[src/source/yuv420_pkg.sv]
package yuv420_pkg;

   // item codes carried on the dtype bus
   typedef enum logic [3:0] {
      dt_idle         = 4'd0,
      dt_frame_start  = 4'd1,
      dt_frame_end    = 4'd2,
      dt_header_start = 4'd3,
      dt_header       = 4'd4,
      dt_header_end   = 4'd5,
      dt_row_start    = 4'd6,
      dt_row_end      = 4'd7,
      dt_pixel        = 4'd8
   } dtype_e;

   // how pixel bytes are packed into the output words
   typedef enum logic [1:0] {
      mode_raw    = 2'd0,
      mode_yuv444 = 2'd1,
      mode_yuv420 = 2'd2
   } out_mode_e;

   // widest row the chroma line buffer can hold
   localparam int max_cols = 1288;

   // row and column counter width
   localparam int dim_width = 11;

   // low bits of meta data dropped to form the raw byte
   localparam int raw_pixel_shift = 0;

   // header word that carries image_type instead of meta data
   localparam int image_type_index = 0;

   // one full word plus the largest append of three bytes
   localparam int obuf_width = 56;

   // bit count of the packing buffer fill
   localparam int fill_width = $clog2(obuf_width);

endpackage

[src/source/stream_decode.sv]
module stream_decode (
   input  logic                               clk,
   input  logic                               resetb,
   input  logic                               dv,
   input  yuv420_pkg::dtype_e                 dtype,
   input  logic [15:0]                        meta_data,
   input  logic [7:0]                         y,
   input  logic [7:0]                         u,
   input  logic [7:0]                         v,
   input  logic [15:0]                        image_type,
   input  logic                               enable_420,
   output logic                               dv_d,
   output yuv420_pkg::dtype_e                 dtype_d,
   output logic                               pixel_valid,
   output logic                               frame_start,
   output logic                               frame_end,
   output logic                               header_start,
   output logic                               header_valid,
   output logic [7:0]                         y_d,
   output logic [7:0]                         u_d,
   output logic [7:0]                         v_d,
   output logic [15:0]                        meta_d,
   output logic [15:0]                        image_type_d,
   output yuv420_pkg::out_mode_e              mode,
   output logic [yuv420_pkg::dim_width-1:0]   col_pos,
   output logic                               row_odd,
   output logic                               col_odd
);
   import yuv420_pkg::*;

   logic                 enable_420_d;
   logic                 row_start;
   logic                 row_end;
   logic [dim_width-1:0] col_cnt;
   logic [dim_width-1:0] row_cnt;

   always_ff @(posedge clk or negedge resetb) begin
      if (!resetb) begin
         dv_d    <= 1'b0;
         dtype_d <= dt_idle;
      end else begin
         dv_d    <= dv;
         dtype_d <= dtype;
      end
   end

   // data follows the strobe, no reset needed on the payload
   always_ff @(posedge clk) begin
      y_d          <= y;
      u_d          <= u;
      v_d          <= v;
      meta_d       <= meta_data;
      image_type_d <= image_type;
      enable_420_d <= enable_420;
   end

   assign pixel_valid  = dv_d && (dtype_d == dt_pixel);
   assign frame_start  = dv_d && (dtype_d == dt_frame_start);
   assign frame_end    = dv_d && (dtype_d == dt_frame_end);
   assign header_start = dv_d && (dtype_d == dt_header_start);
   assign header_valid = dv_d && (dtype_d == dt_header);
   assign row_start    = dv_d && (dtype_d == dt_row_start);
   assign row_end      = dv_d && (dtype_d == dt_row_end);

   // image_type of zero selects raw bytes regardless of enable_420
   assign mode = (image_type_d == 16'd0) ? mode_raw :
                 enable_420_d            ? mode_yuv420 : mode_yuv444;

   // position of the pixel now in the registered stage
   always_ff @(posedge clk or negedge resetb) begin
      if (!resetb) begin
         col_cnt <= '0;
         row_cnt <= '0;
      end else begin
         if (row_start) begin
            col_cnt <= '0;
         end else if (pixel_valid) begin
            col_cnt <= col_cnt + 1'b1;
         end
         if (frame_start) begin
            row_cnt <= '0;
         end else if (row_end) begin
            row_cnt <= row_cnt + 1'b1;
         end
      end
   end

   assign col_pos = col_cnt;
   assign col_odd = col_cnt[0];
   assign row_odd = row_cnt[0];

   // the line buffer in the kernel is only max_cols deep
   a_col_in_range : assert property (@(posedge clk) disable iff (!resetb)
      pixel_valid |-> (col_cnt < max_cols));

endmodule

[config.mk]
export PLATFORM = sky130hd
export DESIGN_NAME = stream_decode
export DESIGN_NICKNAME = d
export VERILOG_FILES = /design/src/source/yuv420_pkg.sv /design/src/source/stream_decode.sv
export SDC_FILE = /design/constraint.sdc
export NUM_CORES = 1
export LEC_CHECK = 0
export BUFFER_PORTS_ARGS = -buffer_cell sky130_fd_sc_hd__buf_2
export CAP_MARGIN = 20
export CORE_AREA = 5 5 84 86
export CTS_CLUSTER_SIZE = 8
export DETAILED_ROUTE_END_ITERATION = 10
export DIE_AREA = 0 0 89 91
export GPL_ROUTABILITY_DRIVEN = 1
export PLACE_DENSITY_LB_ADDON = 0.15
export SYNTH_ARGS = -nofsm -noshare
export SYNTH_HDL_FRONTEND = slang
export SYNTH_SLANG_ARGS = --single-unit
[constraint.sdc]
create_clock -name clk -period 2.15 [get_ports clk]
set_clock_uncertainty 0.05 [all_clocks]
set_input_delay 0 -clock clk [delete_from_list [all_inputs] [get_ports clk]]
set_output_delay 0 -clock clk [all_outputs]
set_load 0.02 [all_outputs]
Word-level counts from Yosys, hierarchy flattened
Cells that the tools add are included.
Widths: inputs -> output; s select.
{"block": "word_totals", "ff_bits": 84, "inputBits": 64, "output_inout_bits": 81, "word_cells": 35}
{"block": "classes", "add_sub_neg": 2, "eq_ne": 7, "n_mux": 6, "n_reduce_logical": 10}
{"op": "$mux 11", "count": 4}
{"op": "$add 11x1->11 const B", "count": 2}
{"op": "$logic_not 16->1", "count": 1}
{"op": "$eq 4x3->1 const B", "count": 3}
{"op": "$eq 4x2->1 const B", "count": 2}
{"op": "$logic_and 1x1->1", "count": 7}
{"op": "$eq 4x1->1 const B", "count": 1}
{"op": "$eq 4x4->1 const B", "count": 1}
{"op": "$mux 2", "count": 2}
{"op": "$reduce_bool 2->1", "count": 2}

Logic depth before layout (Yosys ltp)
Gate-level depths: netlist of run 1.
{"block": "logic_depth", "ltp_word": 4, "depth_mapped": 5, "ltp_nobuf": 4}

Worst setup path before layout of run 1
Ideal clock, no wire load.
{"block": "synth_path", "kind": "reg2out", "from": "register dtype_d[1]", "to": "output frame_end", "arrival_time_ps": 1813, "required_ps": 2100, "setup_slack_ps": 287, "stages_incl_launch_ff": 5, "n_path_buf": 2, "cell_sequence": "dfrtp_1 buf_6 or2b_1 clkbuf_1 nor4b_1"}
{"block": "synth_between", "elab_chain_cells": 2}
{"element": "start: declaration", "line_no": "stream_decode.sv:13", "rtl": "output yuv420_pkg::dtype_e dtype_d,"}
{"element": "start signal: assignment", "line_no": "stream_decode.sv:40", "rtl": "dtype_d <= dt_idle;"}
{"element": "start signal: assignment", "line_no": "stream_decode.sv:43", "rtl": "dtype_d <= dtype;"}
{"element": "$eq 4x2->1", "line_no": "stream_decode.sv:59", "rtl": "assign frame_end = dv_d && (dtype_d == dt_frame_end);"}
{"element": "$logic_and 1x1->1", "line_no": "stream_decode.sv:59"}
{"element": "end: declaration", "line_no": "stream_decode.sv:16", "rtl": "output logic frame_end,"}
No other way between the ends.

Worst setup path in the final report of run 1
Same ends and word-level chain as after synthesis.

==> metrics.cfg, run 1 <==
[yosys]
synth_cells=158
synth-seq-cells=74
post_synth.cell_area_avg_sq_um=13.4
mappedNetlistNets=223
synth_warnings=0
yosysSeqAreaShare_pct=74.0
yosys-top-cells-area=dfxtp_1 (54%), dfrtp_1 (20%), mux2i_1 (2.8%)
synth_top_area_share_pct=53.9
netlist_area_sq_um=2120
yosysTopAreaCell=dfxtp_1
ys_types=33

[floorplan]
coreArea_sq_um=6200
rows=29
dieArea_sq_um=8100
die_h_um=91
initial_core_util_pct=34.1
fp.dieW_um=89
pin_count=145

[setup_path]
endpoint_kind=primary output
reg2reg_depth=3
r2r_end=col_pos[5]$_DFFE_PN0P_
worst-path-max-fanout=13
endpoint=frame_end
cp-startpoint=dtype_d[1]$_DFF_PN0_
r2r_slack_ns=0.35
required_ns=2.10
worstPathArrival_ns=1.86
critical_path_class=flip-flop to primary output
r2r_start=dtype_d[1]$_DFF_PN0_
setup.worst_path.start_class=flip-flop

[power]
p_leak_nw=1.80
power.total_mw=3.06
powerDensity_nw_per_um2=816
ir_drop_uv=715

[sta]
min_period_over_period_pct=88.9
worstMarginPinSlew_ns=0.476
fin_ws_ns=0.239
rsz0062_at_grt=false
hold_violations=0
slew_violations=0
setup_tns_ns=0
period_needed_ns=1.91
fin_hold_ws_ns=0.0627
max_freq_mhz=523
final-setup-viol-count=0
slew_headroom_pct=68.2

[clock_tree]
cts_buffers=9
clock-root-buffer=clkbuf_8
cts_tree=built
post-cts-setup-buffer-count=0
hold_buffers=63
cts_max_level=3
clk_pin_slew_ns=0.08
cts-resized-gates=0
clock-sinks=74
clk_path_buf_depth=2
insertion_delay_ns=0.34

[route]
vias=2026
wl_met2_um=3530
drt-met1-wl_um=2430
antenna_left=0
route.detailed.drc=0
routed.top_layer=met4
avgRoutedWirePerCell_um=15.0
drt-pass1-iter-count=4
wirelength_um=6770
routed_via_density=4.48
route.met3.wl_um=650
drtIter0Drc=75

[place]
dp_slack_ns=0.379
port_buffers=144
dp_hpwl_um=4320
placed_area_sq_um=2900
gp_congestion=0.739

[outcome]
outcome=finished clean

[cells_and_area]
drive_gt1_share_pct=43.5
antenna_cells=0
fin_area_sq_um=3750
nets=435
syn_to_final_growth_pct=77.1

[global_routing]
grt_antenna_before_repair=0
grt_pass1_vias=2214
grt_pass1_wl_um=10700
grt_overflow=0
grt_max_degree=18
grt_use_total_pct=17.3

[worst_hold_path]
hp-class=input pin to async pin

[run]
drv_cap=0

==> report_power, final <==
part | total (mW) | internal, mW | switching (mW) | leakage (nW)
Sequential | 1.50 | 1.45 | 0.0503 | 0.702
Combinational | 0.396 | 0.193 | 0.203 | 0.981
Clock | 1.16 | 0.648 | 0.515 | 0.113
Total | 3.06 | 2.29 | 0.769 | 1.80
==> sequential cells by signal, indices dropped and copies added (netlist names) <==
signal,flops
y_d,8
dv_d,1
row_cnt,1
image_type_d,16
meta_d,16
enable_420_d,1
col_pos,11
u_d,8
dtype_d,4
v_d,8
==> area by class of cell <==
| cell class | instances | area [sq um] |
|---|---|---|
| Clock inverter | 4 | 53.8 |
| Timing Repair Buffer | 207 | 1350 |
| Fill cell | 493 | 2450 |
| Sequential cell | 74 | 1570 |
| Tap cell | 77 | 96.3 |
| Clock buffer | 12 | 166 |
| Multi-Input combinational cell | 76 | 510 |
| Inverter | 2 | 7.51 |
==> cell usage in the layout, fill, tap and decap left out <==
cell and count:
buf_2 144, dlygate4sd3_1 63, dfxtp_1 57, dfrtp_1 17, o21ai_0 11, clkbuf_8 10, nor4_1 9, mux2i_1 6
nand4_1 5, nor2_1 4, o21bai_1 4, nand3_1 4, a21oi_1 4, nand3b_1 3, nand2_1 3, or4_1 3
a41oi_1 2, inv_1 2, nor3_1 2, o31ai_1 2, nand2b_1 2, inv_6 2, or2_1 1, or2b_1 1
nor4b_1 1, or4b_2 1, or3b_2 1, or4b_4 1, and3b_1 1, or3_1 1, a21o_1 1, a22o_2 1
nand4bb_1 1, ha_1 1, clkbuf_1 1, inv_4 1, bufinv_16 1, clkbuf_16 1
==> critical path: stages, from the launching register on <==
cell	delay (ns)
dfrtp_1	0.53
or2b_1	0.43
nor4b_1	0.34
buf_2	0.22
==> worst min-delay path by stage <==
stage	endpoint	slack, ns
detailed placement	col_pos[4]$_DFFE_PN0P_	-0.10
CTS	col_pos[2]$_DFFE_PN0P_	0.06
finish	col_pos[3]$_DFFE_PN0P_	0.06
floorplan	col_pos[0]$_DFFE_PN0P_	-0.35
global route	col_pos[3]$_DFFE_PN0P_	0.09
global placement	col_pos[4]$_DFFE_PN0P_	-0.11
==> layer usage <==
| layer | GRT usage (%) | vias up |
|---|---|---|
| li1 | - | 993 |
| met5 | 0 | - |
| met1 | 17.7 | 935 |
| met2 | 30.3 | 85 |
| met4 | 8.06 | 0 |
| met3 | 6.70 | 13 |
==> cell usage after synthesis, drive strengths merged <==
cell     count
or4b         2
nor4b        1
clkbuf       4
inv          2
o21ai       11
mux2i        6
or3          1
nor3         2
a21oi        4
dfxtp       57
nor4         9
ha           1
buf          2
o31ai        2
and3b        1
or2b         1
nand3b       3
nor2         4
or2          1
dfrtp       17
a22o         1
nand2        3
or4          3
nand4bb      1
or3b         1
nand2b       2
nand3        4
nand4        5
o21bai       4
a21o         1
a41oi        2
==> per-stage QoR <==
step | instances | util [%]
finish | 452 | 60.5
global route | 452 | 60.5
CTS | 452 | 60.5
detailed placement | 373 | 46.8
global placement | 373 | 46.8
floorplan | 158 | -
==> kinds of logic after synthesis <==
logic type / synth area share [%]
AND/OR/NAND/NOR: 13.3
AO/OA/AOI/OAI: 7.32
multiplexers: 2.84
flip-flops: 74.0
adder cells (fa/ha/maj): 0.591
buffers and inverters: 1.95
No activity file was read; power rests on OpenSTA's default activity.
==> inputs of run 2 (changes only) <==
- CORE_AREA: 5 5 84 86 -> 5 5 79 81
- DIE_AREA: 0 0 89 91 -> 0 0 84 86
==> run 2 against run 1 <==
Effect of this change:
- die area is 11% lower
- critical path depth did not move
- critical endpoint unchanged
- largest cell class unchanged
- maximum frequency rose by 1.3%
- total power increased by 0.17%
- worst setup slack better by 0.025 ns
- via count up 3.7%
- critical path type unchanged
- utilization grew 8.9 points
==> metrics.cfg, run 2 (synthesized netlist as in run 1, its figures left out) <==
[outcome]
outcome=finished clean

[route]
vias=2101  ; +3.7%
route.detailed.drc=0  ; unchanged
avgRoutedWirePerCell_um=15.6  ; +4.1%
antenna_left=0  ; unchanged
drtIter0Drc=75  ; unchanged
routed_via_density=4.70  ; +4.9%
wirelength_um=6970  ; +2.9%
drt-pass1-iter-count=4  ; unchanged

[clock_tree]
cts_buffers=9  ; unchanged
clock-root-buffer=clkbuf_8
clock-sinks=74  ; unchanged
insertion_delay_ns=0.33  ; about the same
post-cts-setup-buffer-count=0  ; unchanged
clk_pin_slew_ns=0.08  ; about the same
cts_max_level=3  ; unchanged
clk_path_buf_depth=2  ; unchanged
cts_tree=built

[cells_and_area]
nets=435  ; unchanged
fin_area_sq_um=3750  ; -0.13%
drive_gt1_share_pct=43.5  ; unchanged
final_cells=447  ; -1.1%
layout_commonest_cell=buf_2
mostFrequentLayoutCells=buf_2 (144), dlygate4sd3_1 (63), dfxtp_1 (57), dfrtp_1 (17), o21ai_0 (11)
antenna_cells=0  ; unchanged
syn_to_final_growth_pct=76.9
fin_util_pct=69.3  ; +8.9 points

[global_routing]
grt_overflow=0  ; unchanged
grt_pass1_vias=2301  ; +3.9%
grt_max_degree=18  ; unchanged
grt_antenna_before_repair=0  ; unchanged
grt_pass1_wl_um=11300  ; +5.8%
grt_use_total_pct=20.1  ; +2.8 points

[floorplan]
dieArea_sq_um=7220  ; -11%
rows=27  ; -6.9%
die_h_um=86  ; -5.5%
pin_count=145  ; unchanged
initial_core_util_pct=39.2  ; +5.0 points
coreArea_sq_um=5410  ; -13%
fp.dieW_um=84  ; -5.6%

[place]
dp_hpwl_um=4390  ; +1.6%
placed_cells=368  ; -1.3%
port_buffers=144  ; unchanged
placed_area_sq_um=2900  ; -0.22%
dp_slack_ns=0.388  ; +0.00877 ns
gp_congestion=0.821  ; +11%

[power]
powerDensity_nw_per_um2=818  ; +0.30%
power.total_mw=3.07  ; +0.17%
p_leak_nw=1.79  ; -0.24%
ir_drop_uv=550  ; -23%

[sta]
slew_headroom_pct=67.0  ; -1.2 points
rsz0062_at_grt=false
fin_hold_ws_ns=0.0684  ; +0.00570 ns
min_period_over_period_pct=87.7  ; -1.1 points
worstMarginPinSlew_ns=0.494  ; +0.0183 ns
slew_violations=0  ; unchanged
max_freq_mhz=530  ; +1.3%
final-setup-viol-count=0  ; unchanged
fin_ws_ns=0.264  ; +0.0246 ns
period_needed_ns=1.89  ; -0.0246 ns
hold_violations=0  ; unchanged
setup_tns_ns=0  ; unchanged

[worst_hold_path]
hp-class=input pin to async pin

[setup_path]
required_ns=2.10  ; about the same
endpoint_kind=primary output
setup.worst_path.start_class=flip-flop
worst-path-max-fanout=13  ; unchanged
worstPathArrival_ns=1.84  ; -0.02 ns
critical_path_class=flip-flop to primary output

[run]
drv_cap=0  ; unchanged

-- run 2: cell types whose count changed in the layout (fill, tap and decap cells not counted) --
cell	before	now
inv_4	1	0
clkinvlp_4	0	1
-- run 2: path summary, 6_finish.rpt --
check	slack (ns)	to	cells after the start	start
setup / recovery	0.26	frame_end	3	dtype_d[1]$_DFF_PN0_
hold / removal	0.07	row_cnt[0]$_DFFE_PN0P_	2	resetb
setup reg to reg	0.36	col_pos[5]$_DFFE_PN0P_	3	dtype_d[1]$_DFF_PN0_
hold reg to reg	0.52	row_cnt[0]$_DFFE_PN0P_	1	row_cnt[0]$_DFFE_PN0P_
max in group asynchronous	1.70	col_pos[10]$_DFFE_PN0P_	2	resetb
min in group clk	0.24	meta_d[0]$_DFF_P_	2	meta_data[0]
-- run 2: repair_timing --
| item | in CTS | in global routing |
|---|---|---|
| endpoints found under the setup margin | 0 | 0 |
| resized for setup | 0 | 0 |
| endpoints found under the hold margin | 79 | 0 |
| hold buffers | 63 | 0 |
-- run 2: final cells by class --
type / instances / area [sq um]
Fill cell: 400 / 1660
Sequential cell: 74 / 1570
Timing Repair Buffer: 207 / 1350
Multi-Input combinational cell: 76 / 510
Clock buffer: 12 / 166
Tap cell: 72 / 90.1
Clock inverter: 4 / 55.1
Inverter: 2 / 7.51
-- run 2: power by group --
group	total [mW]	switching, mW	internal (mW)
Combinational	0.398	0.206	0.192
Clock	1.16	0.516	0.648
Sequential	1.50	0.0526	1.45
-- run 2: layer usage --
layer	share of wire, %	track usage (%)	vias to the layer above
li1	-	-	996
met1	36	19.9	994
met2	52	35.9	97
met3	10	9.32	14
met4	2.5	8.92	0
met5	0	0	-
-- run 2: critical path: stages (launching register included) --
cell and delay, ns:
dfrtp_1 0.52, or2b_1 0.43, nor4b_1 0.34, buf_2 0.22
==> inputs of run 3 (changes only) <==
- CORE_AREA: 5 5 79 81 -> 5 5 91 93
- DIE_AREA: 0 0 84 86 -> 0 0 96 98
==> run 3 against run 2 <==
Effect of this change:
- maximum frequency up 0.60%
- total power down 6.9%
- sequential power about the same
- sequential share of layout area about the same
- combinational power down 1%
- largest cell class unchanged
==> metrics.cfg, run 3 (synthesized netlist as in run 1, its figures left out) <==
[setup_path]
reg2reg_depth=3  ; unchanged
worstPathArrival_ns=1.82  ; -0.02 ns
r2r_start=dtype_d[1]$_DFF_PN0_
setup.worst_path.start_class=flip-flop
critical_path_class=flip-flop to primary output
endpoint_kind=primary output
r2r_end=col_pos[5]$_DFFE_PN0P_
r2r_slack_ns=0.36  ; about the same
worst-path-max-fanout=13  ; unchanged
required_ns=2.10  ; about the same

[global_routing]
grt_pass1_vias=2246  ; -2.4%
grt_max_degree=18  ; unchanged
grt_antenna_before_repair=0  ; unchanged
grt_use_total_pct=14.9  ; -5.2 points
grt_overflow=0  ; unchanged
grt_pass1_wl_um=10800  ; -4.8%

[worst_hold_path]
hp-class=input pin to async pin

[cells_and_area]
syn_to_final_growth_pct=76.8  ; about the same
mostFrequentLayoutCells=buf_2 (144), dlygate4sd3_1 (63), dfxtp_1 (57), dfrtp_1 (17), o21ai_0 (11)
drive_gt1_share_pct=43.6  ; +0.15 points
antenna_cells=0  ; unchanged
fillers=698  ; +75%
layout_commonest_cell=buf_2
nets=436  ; +0.23%

[clock_tree]
insertion_delay_ns=0.34  ; about the same
clock-root-buffer=clkbuf_8
clk_pin_slew_ns=0.08  ; about the same
clock-sinks=74  ; unchanged
cts_buffers=9  ; unchanged
post-cts-setup-buffer-count=0  ; unchanged
cts_tree=built
cts_max_level=3  ; unchanged
clk_path_buf_depth=2  ; unchanged

[place]
dp_slack_ns=0.390  ; +0.00237 ns
gp_congestion=0.791  ; -3.6%
dp_hpwl_um=4330  ; -1.4%
port_buffers=144  ; unchanged

[sta]
final-setup-viol-count=0  ; unchanged
fin_hold_ws_ns=0.0551  ; -0.0133 ns
slew_headroom_pct=68.5  ; +1.6 points
slew_violations=0  ; unchanged
min_period_over_period_pct=87.2  ; -0.52 points
period_needed_ns=1.87  ; -0.0113 ns
setup_tns_ns=0  ; unchanged
hold_violations=0  ; unchanged
rsz0062_at_grt=false
max_freq_mhz=533  ; +0.60%
worstMarginPinSlew_ns=0.471  ; -0.0235 ns
fin_ws_ns=0.275  ; +0.0113 ns

[route]
vias=2091  ; -0.48%
avgRoutedWirePerCell_um=14.0  ; -10%
antenna_left=0  ; unchanged
drtIter0Drc=54  ; -28%
routed_via_density=4.37  ; -6.9%
drt-pass1-iter-count=4  ; unchanged
route.detailed.drc=0  ; unchanged
wirelength_um=6710  ; -3.8%

[outcome]
outcome=finished clean

[floorplan]
initial_core_util_pct=28.4  ; -11 points
fp.dieW_um=96  ; +14%
dieArea_sq_um=9410  ; +30%
die_h_um=98  ; +14%
pin_count=145  ; unchanged
coreArea_sq_um=7450  ; +38%
rows=32  ; +19%

[power]
p_leak_nw=1.77  ; -1.1%
ir_drop_uv=494  ; -10%
power.total_mw=2.85  ; -6.9%
powerDensity_nw_per_um2=762  ; -6.9%

[run]
drv_cap=0  ; unchanged

## run 3: cell count changes in the layout (fill, tap and decap cells not counted), sizes merged
cell,delta
bufinv,-1
clkinv,+1
inv,+1
buf,+1
clkbuf,-2
clkinvlp,+1
## run 3: where the power goes
group	total, mW	switching (mW)	internal (mW)
clock	0.958	0.528	0.430
combinational	0.394	0.201	0.193
sequential	1.50	0.0503	1.45
total	2.85	0.780	2.07
## run 3: worst max-delay path, stage by stage, from the launching register on
cell and delay [ns]:
dfrtp_1 0.51, or2b_1 0.42, nor4b_1 0.34, buf_2 0.22
## run 3: worst max-delay path by stage
stage,cells after the start,startpoint,end,slack [ns]
2_1_floorplan,4,dtype_d[1]$_DFF_PN0_,frame_end,0.29
3_5_place_dp,3,dtype_d[1]$_DFF_PN0_,col_pos[5]$_DFFE_PN0P_,0.39
5_1_grt,3,dtype_d[1]$_DFF_PN0_,frame_end,0.14
6_report,3,dtype_d[1]$_DFF_PN0_,frame_end,0.28
3_3_place_gp,3,dtype_d[1]$_DFF_PN0_,col_pos[5]$_DFFE_PN0P_,0.40
4_1_cts,3,dtype_d[1]$_DFF_PN0_,frame_end,0.23
## run 3: per-layer routing
metal,wire length (um),global-route usage [%],part of all wire (%),up-vias
met4,148,5.91,2.2,0
li1,-,-,-,1000
met1,2490,16.3,37,971
met3,727,7.55,11,13
met2,3340,24.3,50,107
met5,0,0,0,-
## run 3: metrics by stage
| stage | cells | instance area (sq um) | util [%] |
|---|---|---|---|
| after floorplan | 158 | 2120 | - |
| after global placement | 399 | 2940 | 39.5 |
| after detailed placement | 399 | 2940 | 39.5 |
| after CTS | 478 | 3750 | 50.3 |
| after global routing | 478 | 3750 | 50.3 |
| final | 478 | 3750 | 50.3 |
## run 3: final cells by class
type / count / area, sq um / share of cell area [%]
Clock buffer: 10 / 128 / 3.41
Clock inverter: 6 / 47.5 / 1.27
Inverter: 2 / 7.51 / 0.200
Multi-Input combinational cell: 76 / 510 / 13.6
Sequential cell: 74 / 1570 / 41.8
Tap cell: 102 / 128 / 3.41
Timing Repair Buffer: 208 / 1360 / 36.3
## run 3: what timing repair did
item,4_1_cts,5_1_grt
hold endpoints to repair,79,0
resized for setup,0,0
hold buffers,63,0
